**src/design/mpf_pkg.sv**
```systemverilog
// Request widths, buffer depth and threshold, quiet period, pacer state codes, request types
package mpf_pkg;

    // ==============================
    // Field widths
    // ==============================

    // Request address, shared by the channel 0 read and the channel 1 write header
    localparam int MPF_ADDR_W = 32;
    // Request tag, carried but never interpreted by the shim
    localparam int MPF_TAG_W = 8;
    // Write payload carried on channel 1
    localparam int MPF_DATA_W = 64;
    // Interrupt vector id in the interrupt view of the channel 1 header
    localparam int MPF_IRQ_W = 4;

    // The channel 1 header word is sized by its memory view
    localparam int MPF_C1_HDR_W = MPF_ADDR_W + MPF_TAG_W;
    // Unused upper bits of the interrupt view
    localparam int MPF_IRQ_PAD_W = MPF_C1_HDR_W - MPF_IRQ_W;

    // ==============================
    // Buffer and pacing
    // ==============================

    // Lockstep FIFO depth in pair entries
    localparam int MPF_N_ENTRIES = 8;
    // Almost-full rises when free slots are at or below this value
    localparam int MPF_THRESHOLD = 4;
    // Consecutive clear host cycles required before the pacer resumes
    localparam int MPF_QUIET_CYCLES = 3;

    // Pointer and occupancy widths, the count has to hold the full depth
    localparam int MPF_PTR_W = $clog2(MPF_N_ENTRIES);
    localparam int MPF_CNT_W = $clog2(MPF_N_ENTRIES + 1);
    // Quiet timer saturates at MPF_QUIET_CYCLES
    localparam int MPF_QT_W = $clog2(MPF_QUIET_CYCLES + 1);

    // Pacer state encodings
    localparam int MPF_ST_W = 2;
    localparam logic [MPF_ST_W-1:0] MPF_ST_RUN = 2'd0;
    localparam logic [MPF_ST_W-1:0] MPF_ST_STALL = 2'd1;
    localparam logic [MPF_ST_W-1:0] MPF_ST_QUIET = 2'd2;

    // ==============================
    // Request types
    // ==============================

    // Channel 0 read request
    typedef struct packed {
        logic                  rd_valid;
        logic [MPF_ADDR_W-1:0] addr;
        logic [MPF_TAG_W-1:0]  tag;
    } mpf_c0_tx_t;

    // Memory-write view of the channel 1 header
    typedef struct packed {
        logic [MPF_ADDR_W-1:0] addr;
        logic [MPF_TAG_W-1:0]  tag;
    } mpf_c1_mem_hdr_t;

    // Interrupt view of the channel 1 header, vector id in the low bits
    typedef struct packed {
        logic [MPF_IRQ_PAD_W-1:0] pad;
        logic [MPF_IRQ_W-1:0]     vector;
    } mpf_c1_irq_hdr_t;

    // One header word, decoded by irq_valid versus wr_valid
    typedef union packed {
        mpf_c1_mem_hdr_t mem;
        mpf_c1_irq_hdr_t irq;
    } mpf_c1_hdr_u;

    // Channel 1 write or interrupt request
    typedef struct packed {
        logic                  wr_valid;
        logic                  irq_valid;
        mpf_c1_hdr_u           hdr;
        logic [MPF_DATA_W-1:0] data;
    } mpf_c1_tx_t;

    // Lockstep pair, this is the FIFO word
    typedef struct packed {
        mpf_c0_tx_t c0;
        mpf_c1_tx_t c1;
    } mpf_tx_pair_t;

endpackage

```
**src/design/mpf_fifo_lutram.sv**
```systemverilog
// Circular storage FIFO with occupancy count, almost-full level and first-word-visible head
module mpf_fifo_lutram
    import mpf_pkg::*;
(
    input  logic         clk,
    input  logic         arst_n,
    input  mpf_tx_pair_t enq_data,
    input  logic         enq_en,
    input  logic         deq_en,
    output mpf_tx_pair_t first,
    output logic         not_empty,
    output logic         almost_full
);

    // Storage array, written on enqueue and read asynchronously at the head
    mpf_tx_pair_t         mem [MPF_N_ENTRIES];
    logic [MPF_PTR_W-1:0] wr_ptr;
    logic [MPF_PTR_W-1:0] rd_ptr;
    logic [MPF_CNT_W-1:0] count;
    logic [MPF_CNT_W-1:0] free_slots;
    logic                 not_full;
    logic                 do_enq;
    logic                 do_deq;

    // Pointer advance with explicit wrap so the depth need not be a power of two
    function automatic logic [MPF_PTR_W-1:0] ptr_inc(input logic [MPF_PTR_W-1:0] p);
        if (p == MPF_PTR_W'(MPF_N_ENTRIES - 1)) begin
            return '0;
        end
        return p + 1'b1;
    endfunction

    // ==============================
    // Qualified strobes
    // ==============================

    // A dequeue of an empty FIFO is ignored
    assign do_deq = deq_en && not_empty;
    // When full an enqueue is only taken if the head leaves in the same cycle
    assign do_enq = enq_en && (not_full || do_deq);

    // ==============================
    // Storage
    // ==============================

    always_ff @(posedge clk) begin
        if (do_enq) begin
            mem[wr_ptr] <= enq_data;
        end
    end

    // Head word is visible without a read cycle
    assign first = mem[rd_ptr];

    // ==============================
    // Pointers and occupancy
    // ==============================

    always_ff @(posedge clk or negedge arst_n) begin
        if (!arst_n) begin
            wr_ptr <= '0;
            rd_ptr <= '0;
            count  <= '0;
        end else begin
            if (do_enq) begin
                wr_ptr <= ptr_inc(wr_ptr);
            end
            if (do_deq) begin
                rd_ptr <= ptr_inc(rd_ptr);
            end
            // Enqueue and dequeue together leave the count unchanged
            case ({do_enq, do_deq})
                2'b10:   count <= count + 1'b1;
                2'b01:   count <= count - 1'b1;
                default: count <= count;
            endcase
        end
    end

    assign not_empty = (count != '0);
    assign not_full  = (count != MPF_CNT_W'(MPF_N_ENTRIES));

    // Almost-full comes from the registered count, so it is stable all cycle
    assign free_slots  = MPF_CNT_W'(MPF_N_ENTRIES) - count;
    assign almost_full = (free_slots <= MPF_CNT_W'(MPF_THRESHOLD));

endmodule

```
**src/design/mpf_quiet_timer.sv**
```systemverilog
// Saturating counter of consecutive clear host cycles with a quiet-done flag
module mpf_quiet_timer
    import mpf_pkg::*;
(
    input  logic clk,
    input  logic arst_n,
    // Count enable, any low cycle restarts the measurement
    input  logic run,
    // High once MPF_QUIET_CYCLES consecutive run cycles have been seen
    output logic quiet_done
);

    logic [MPF_QT_W-1:0] count;

    // ==============================
    // Counter
    // ==============================

    always_ff @(posedge clk or negedge arst_n) begin
        if (!arst_n) begin
            count <= '0;
        end else if (!run) begin
            count <= '0;
        end else if (count != MPF_QT_W'(MPF_QUIET_CYCLES)) begin
            count <= count + 1'b1;
        end
    end

    // Registered compare, so done appears the cycle after the last counted one
    // and holds while run stays high
    assign quiet_done = (count == MPF_QT_W'(MPF_QUIET_CYCLES));

endmodule

```
**src/design/mpf_shim_buffer_lockstep.sv**
```systemverilog
// Lockstep request buffer holding channel 0 and channel 1 together in one FIFO entry
module mpf_shim_buffer_lockstep
    import mpf_pkg::*;
(
    input  logic         clk,
    input  logic         arst_n,
    // Raw requests from the accelerator, valid bits are per-cycle strobes
    input  mpf_tx_pair_t afu_tx,
    // Level back to the accelerator, a few more entries may still arrive
    output logic         afu_alm_full,
    // Buffered head, valids already qualified by non-empty
    output mpf_tx_pair_t head_tx,
    // One pulse moves both channels of the head out together
    input  logic         deq
);

    // ==============================
    // Enqueue side
    // ==============================

    logic         c0_enq;
    logic         c1_enq;
    logic         enq_en;
    logic         not_empty;
    logic         almost_full;
    mpf_tx_pair_t first;

    // A read alone, a write or interrupt alone, or both at once all take one slot
    assign c0_enq = afu_tx.c0.rd_valid;
    assign c1_enq = afu_tx.c1.wr_valid || afu_tx.c1.irq_valid;
    assign enq_en = c0_enq || c1_enq;

    // Both channels share one almost-full level
    assign afu_alm_full = almost_full;

    mpf_fifo_lutram u_fifo (
        .clk         (clk),
        .arst_n      (arst_n),
        .enq_data    (afu_tx),
        .enq_en      (enq_en),
        .deq_en      (deq),
        .first       (first),
        .not_empty   (not_empty),
        .almost_full (almost_full)
    );

    // ==============================
    // Head presentation
    // ==============================

    // The storage word is undefined when the FIFO is empty (stale or never
    // written), so each valid bit is forced low until a real entry is present
    always_comb begin
        head_tx = first;
        head_tx.c0.rd_valid  = first.c0.rd_valid && not_empty;
        head_tx.c1.wr_valid  = first.c1.wr_valid && not_empty;
        head_tx.c1.irq_valid = first.c1.irq_valid && not_empty;
    end

endmodule

```
**src/design/mpf_tx_pacer_fsm.sv**
```systemverilog
// Pacing FSM that drains the lockstep head toward the host and stalls on host almost-full
module mpf_tx_pacer_fsm
    import mpf_pkg::*;
(
    input  logic         clk,
    input  logic         arst_n,
    // Gated head of the lockstep buffer
    input  mpf_tx_pair_t head_tx,
    // Host back-pressure level
    input  logic         host_alm_full,
    // Quiet period complete, from the timer
    input  logic         quiet_done,
    // Timer counts while this is high and clears while it is low
    output logic         timer_run,
    // Pulse that pops the buffer head
    output logic         deq,
    // Request toward the host, valids are strobes for this cycle
    output mpf_tx_pair_t host_tx
);

    logic [MPF_ST_W-1:0] state;
    logic [MPF_ST_W-1:0] state_nxt;
    logic                head_valid;

    // ==============================
    // State register
    // ==============================

    always_ff @(posedge clk or negedge arst_n) begin
        if (!arst_n) begin
            state <= MPF_ST_RUN;
        end else begin
            state <= state_nxt;
        end
    end

    // Run issues freely, stall waits for the host to clear, and quiet waits
    // for the timer. A new almost-full during quiet falls back to stall
    always_comb begin
        state_nxt = state;
        case (state)
            MPF_ST_RUN: begin
                if (host_alm_full) begin
                    state_nxt = MPF_ST_STALL;
                end
            end
            MPF_ST_STALL: begin
                if (!host_alm_full) begin
                    state_nxt = MPF_ST_QUIET;
                end
            end
            MPF_ST_QUIET: begin
                if (host_alm_full) begin
                    state_nxt = MPF_ST_STALL;
                end else if (quiet_done) begin
                    state_nxt = MPF_ST_RUN;
                end
            end
            default: state_nxt = MPF_ST_RUN;
        endcase
    end

    // ==============================
    // Issue path
    // ==============================

    assign head_valid = head_tx.c0.rd_valid || head_tx.c1.wr_valid || head_tx.c1.irq_valid;

    // Same-cycle dequeue, the cycle that sees almost-full may still issue
    assign deq = (state == MPF_ST_RUN) && head_valid;

    // Forward the head, both channels qualified by the one dequeue decision
    always_comb begin
        host_tx = head_tx;
        host_tx.c0.rd_valid  = head_tx.c0.rd_valid && deq;
        host_tx.c1.wr_valid  = head_tx.c1.wr_valid && deq;
        host_tx.c1.irq_valid = head_tx.c1.irq_valid && deq;
    end

    // Only clear cycles spent in quiet count toward the resume
    assign timer_run = (state == MPF_ST_QUIET) && !host_alm_full;

endmodule

```
**src/design/mpf_tx_shim_top.sv**
```systemverilog
// Request-side shim top level joining the lockstep buffer, pacing FSM and quiet timer
module mpf_tx_shim_top
    import mpf_pkg::*;
(
    input  logic         clk,
    input  logic         arst_n,
    // Accelerator side
    input  mpf_tx_pair_t afu_tx,
    output logic         afu_alm_full,
    // Host side
    output mpf_tx_pair_t host_tx,
    input  logic         host_alm_full
);

    // ==============================
    // Internal connections
    // ==============================

    // Buffer head with valids gated by non-empty
    mpf_tx_pair_t head_tx;
    // Pop pulse from the pacer
    logic         deq;
    // Quiet measurement handshake between pacer and timer
    logic         timer_run;
    logic         quiet_done;

    mpf_shim_buffer_lockstep u_buffer (
        .clk          (clk),
        .arst_n       (arst_n),
        .afu_tx       (afu_tx),
        .afu_alm_full (afu_alm_full),
        .head_tx      (head_tx),
        .deq          (deq)
    );

    mpf_tx_pacer_fsm u_pacer (
        .clk           (clk),
        .arst_n        (arst_n),
        .head_tx       (head_tx),
        .host_alm_full (host_alm_full),
        .quiet_done    (quiet_done),
        .timer_run     (timer_run),
        .deq           (deq),
        .host_tx       (host_tx)
    );

    mpf_quiet_timer u_timer (
        .clk        (clk),
        .arst_n     (arst_n),
        .run        (timer_run),
        .quiet_done (quiet_done)
    );

endmodule

```
**config.mk**
```make
export PLATFORM = sky130hd
export DESIGN_NAME = mpf_tx_shim_top
export DESIGN_NICKNAME = d
export VERILOG_FILES = /design/src/design/mpf_pkg.sv /design/src/design/mpf_fifo_lutram.sv /design/src/design/mpf_quiet_timer.sv /design/src/design/mpf_shim_buffer_lockstep.sv /design/src/design/mpf_tx_pacer_fsm.sv /design/src/design/mpf_tx_shim_top.sv
export SDC_FILE = /design/constraint.sdc
export NUM_CORES = 1
export LEC_CHECK = 0
export BUFFER_PORTS_ARGS = -buffer_cell sky130_fd_sc_hd__buf_2
export CAP_MARGIN = 20
export CORE_ASPECT_RATIO = 0.75
export CORE_MARGIN = 3
export CORE_UTILIZATION = 45
export CTS_CLUSTER_DIAMETER = 150
export DETAILED_ROUTE_END_ITERATION = 12
export SLEW_MARGIN = 20
export SYNTH_ARGS = -nofsm -noshare
export SYNTH_HDL_FRONTEND = slang
export SYNTH_SLANG_ARGS = --single-unit
```
**constraint.sdc**
```tcl
create_clock -name clk -period 15.9 [get_ports clk]
set_clock_uncertainty 0.15 [all_clocks]
set_input_delay 0.795 -clock clk [delete_from_list [all_inputs] [get_ports clk]]
set_output_delay 0.795 -clock clk [all_outputs]
set_load 0.01 [all_outputs]
```
==> impl_metrics.ini <==
[status]
outcome = finished, final reports clean

[synth]
ys_ff_latch = 1190
syn_avg_cell_area_um2 = 25.1
synth_cell_types = 33
synth_area_leaders = edfxtp_1 (79%), mux4_2 (15%), mux2_2 (3.6%)
synth.cell_area_um2 = 44800
synth_top_area_share_pct = 78.8
yosys.area.top_type = edfxtp_1
syn_inst = 1785
synth-seq-area-share_pct = 79.6
synthFlopType = edfxtp_1
synth_edf_count = 1176
syn_nets = 1943
async_flop_share_pct = 1.18
ys_warn_count = 0

[global_routing]
antenna_found_initial = 14
grt_first_pass_wirelength_um = 137000
grt_use_total_pct = 17.8
overflow = 0
grt_max_degree = 66
grt_pass1_vias = 21300

[setup_path]
cpMostUsedCell = buf_4
worstSetupStartpoint = u_buffer.u_fifo.rd_ptr[0]$_DFFE_PN0P_
crit_buf_inv = 5
cp-end-kind = output port
ff2ff_path_depth = 9
cpPeakStageDelay_ps = 880
worstSetupPathDepth = 7
timing.rr.end = u_buffer.u_fifo.mem[5][75]$_DFFE_PP_
reg2reg_from = u_buffer.u_fifo.rd_ptr[0]$_DFFE_PN0P_
crit_chain = buf_4 > buf_4 > buf_4 > buf_12 > mux4_2 > mux2_2 > buf_2
path_max_fanout = 40
worst_ep_required_time_ps = 14960
crit_end = host_tx[64]
critPathTopFamily = buffers and inverters
cp-start-kind = register
critPathArrivalTime_ps = 5100
criticalPathCategory = register to output port
slowest_stage = dfrtp_4
r2r_slack_ps = 10520

[sta]
hold_slack_ps = 113
clock.fmax_mhz = 165
tightest_slew_ps = 1050
timing.final.ws_setup_ps = 9850
rsz0062_at_grt = false
fin_tns_setup_ps = 0
finalSetupViolCount = 0
slew_viol_final = 0
fin_crit_ps = 6050
finalCritPeriodShare_pct = 38.0
slew_headroom_pct = 29.9
final-hold-violation-count = 0

[routing]
drt-wirelength-per-cell_um = 25.5
vias_per_cell = 5.51
drtIter0Drc = 1619
finalWirelength_um = 90900
route.antenna.remaining_nets = 0
num_vias = 19600
first_pass_iters = 5
drc_errors = 0

[placed_design]
io_buffers = 297
hpwl_um = 46400
preCtsSetupSlack_ps = 10220
placed_area_um2 = 47900
gp_congestion = 0.727

[clock_network]
cts_max_level = 3
insertion_delay_ps = 700
tritoncts = built
cts_made_buffers = 112
clockRootBuffer = clkbuf_16
clk_path_buf_depth = 3
clock-sinks = 1190
clk_pin_slew_ps = 70
postCtsSetupBuffers = 0

[flow_run]
drv_cap = 0

[final_layout]
drive_gt1_share_pct = 42.0
area_growth_pct = 15.3
final_nets = 2311
postLayoutCellArea_um2 = 51700
finish.utilization_pct = 52.7

[floorplanning]
num_io_pins = 298
fp-row-count = 99
die_h_um = 279
dieArea_um2 = 103000
die_x_um = 370
start_util_pct = 45.7
coreArea_um2 = 98000

[power_and_ir_drop]
ir_drop_mv = 0.122
leakagePower_uw = 0.0168
cellPowerDensity_nw_per_um2 = 201

[min_path]
min_path_type = input port to register
kinds of logic after synthesis:
| family | after synthesis | share of synthesized area (%) |
|---|---|---|
| and+or+nand+nor | 30 | 0.318 |
| adders and majority gates | 8 | 0.240 |
| buffers and inverters | 90 | 0.880 |
| muxes | 451 | 18.7 |
| DFF | 1190 | 79.6 |
| AOI/OAI and AO/OA | 13 | 0.209 |
| xor gates and xnor gates | 3 | 0.0586 |
routing by layer:
layer | vias to the layer above | GRT usage [%] | routed length, um
li1 | 8445 | - | -
met1 | 10600 | 24.8 | 39100
met2 | 466 | 29.2 | 45300
met3 | 120 | 3.96 | 5030
met4 | 12 | 3.88 | 1450
met5 | - | 0 | 80
worst register-to-register path, stage by stage (launching register included):
cell and delay [ps]:
dfrtp_4 880, buf_4 780, mux4_2 370, mux2i_1 100, a31oi_1 200, buf_4 230, o211ai_1 310, nor2_4 200
buf_4 780, buf_4 910
power by group:
| part | internal, uW | switching [uW] | leakage, uW |
|---|---|---|---|
| Combinational | 1470 | 1750 | 0.00408 |
| Clock | 1550 | 1110 | 0.00180 |
| Sequential | 4300 | 223 | 0.0109 |
how the worst min path moves through the flow:
stage,start,to,slack (ps),depth (start not counted)
2_1_floorplan,u_pacer.state[1]$_DFFE_PN0P_,u_pacer.state[0]$_DFFE_PN0P_,300,1
3_3_place_gp,u_pacer.state[1]$_DFFE_PN0P_,u_pacer.state[0]$_DFFE_PN0P_,320,1
3_5_place_dp,u_pacer.state[1]$_DFFE_PN0P_,u_pacer.state[0]$_DFFE_PN0P_,330,1
4_1_cts,host_alm_full,u_pacer.state[1]$_DFFE_PN0P_,50,2
5_1_grt,host_alm_full,u_pacer.state[1]$_DFFE_PN0P_,80,2
6_report,host_alm_full,u_pacer.state[1]$_DFFE_PN0P_,110,2
timing repair:
item | in CTS | in global routing
endpoints found under the hold margin | 14 | 0
gates resized for setup | 0 | 0
hold buffers | 1 | 0
placed cells by master (no fill, tap or decap), types with 4 or more instances in the layout:
| cell type | count |
|---|---|
| clkinv_2 | 20 |
| mux2_1 | 6 |
| inv_1 | 6 |
| nor3_2 | 4 |
| mux4_2 | 294 |
| buf_4 | 38 |
| clkbuf_16 | 115 |
| clkinv_1 | 30 |
| clkbuf_1 | 19 |
| nand2_1 | 4 |
| buf_2 | 297 |
| bufinv_16 | 14 |
| clkinvlp_4 | 4 |
| ha_1 | 7 |
| nor2_1 | 8 |
| dfrtp_1 | 11 |
| mux2i_1 | 7 |
| edfxtp_1 | 1176 |
| diode_2 | 7 |
| mux2_2 | 144 |
through the flow:
stage / instances / power, uW
global placement: 3349 / 7850
detailed placement: 3349 / 7910
global route: 3559 / 10900
CTS: 3556 / 10600
finish: 3565 / 10400
floorplan: 1785 / 6900
cells in the mapped netlist, drive strengths merged (3+ instances only):
cell	number
ha	7
mux2i	7
inv	6
edfxtp	1176
dfrtp	14
nor3	7
clkbuf	29
buf	55
nand2	4
a21oi	3
nor2	11
mux4	294
or3	3
mux2	150
cell type report:
class                      instances  area, um2
clock buffer                     134       2950
sequential                      1190      35700
timing repair buffer             338       1830
clock inverter                    72        732
fill                            7490      46300
multi-input combinational        505       8810
tap                             1313       1640
inverter                           6       22.5
antenna                            7       17.5
flip-flops by register name, indices dropped and copies added, names as in the netlist:
name                    cells
u_buffer.u_fifo.count       4
u_buffer.u_fifo.mem      1176
u_buffer.u_fifo.wr_ptr      3
u_timer.count               2
u_buffer.u_fifo.rd_ptr      3
u_pacer.state               2
Power figures use the tool's default switching activity.
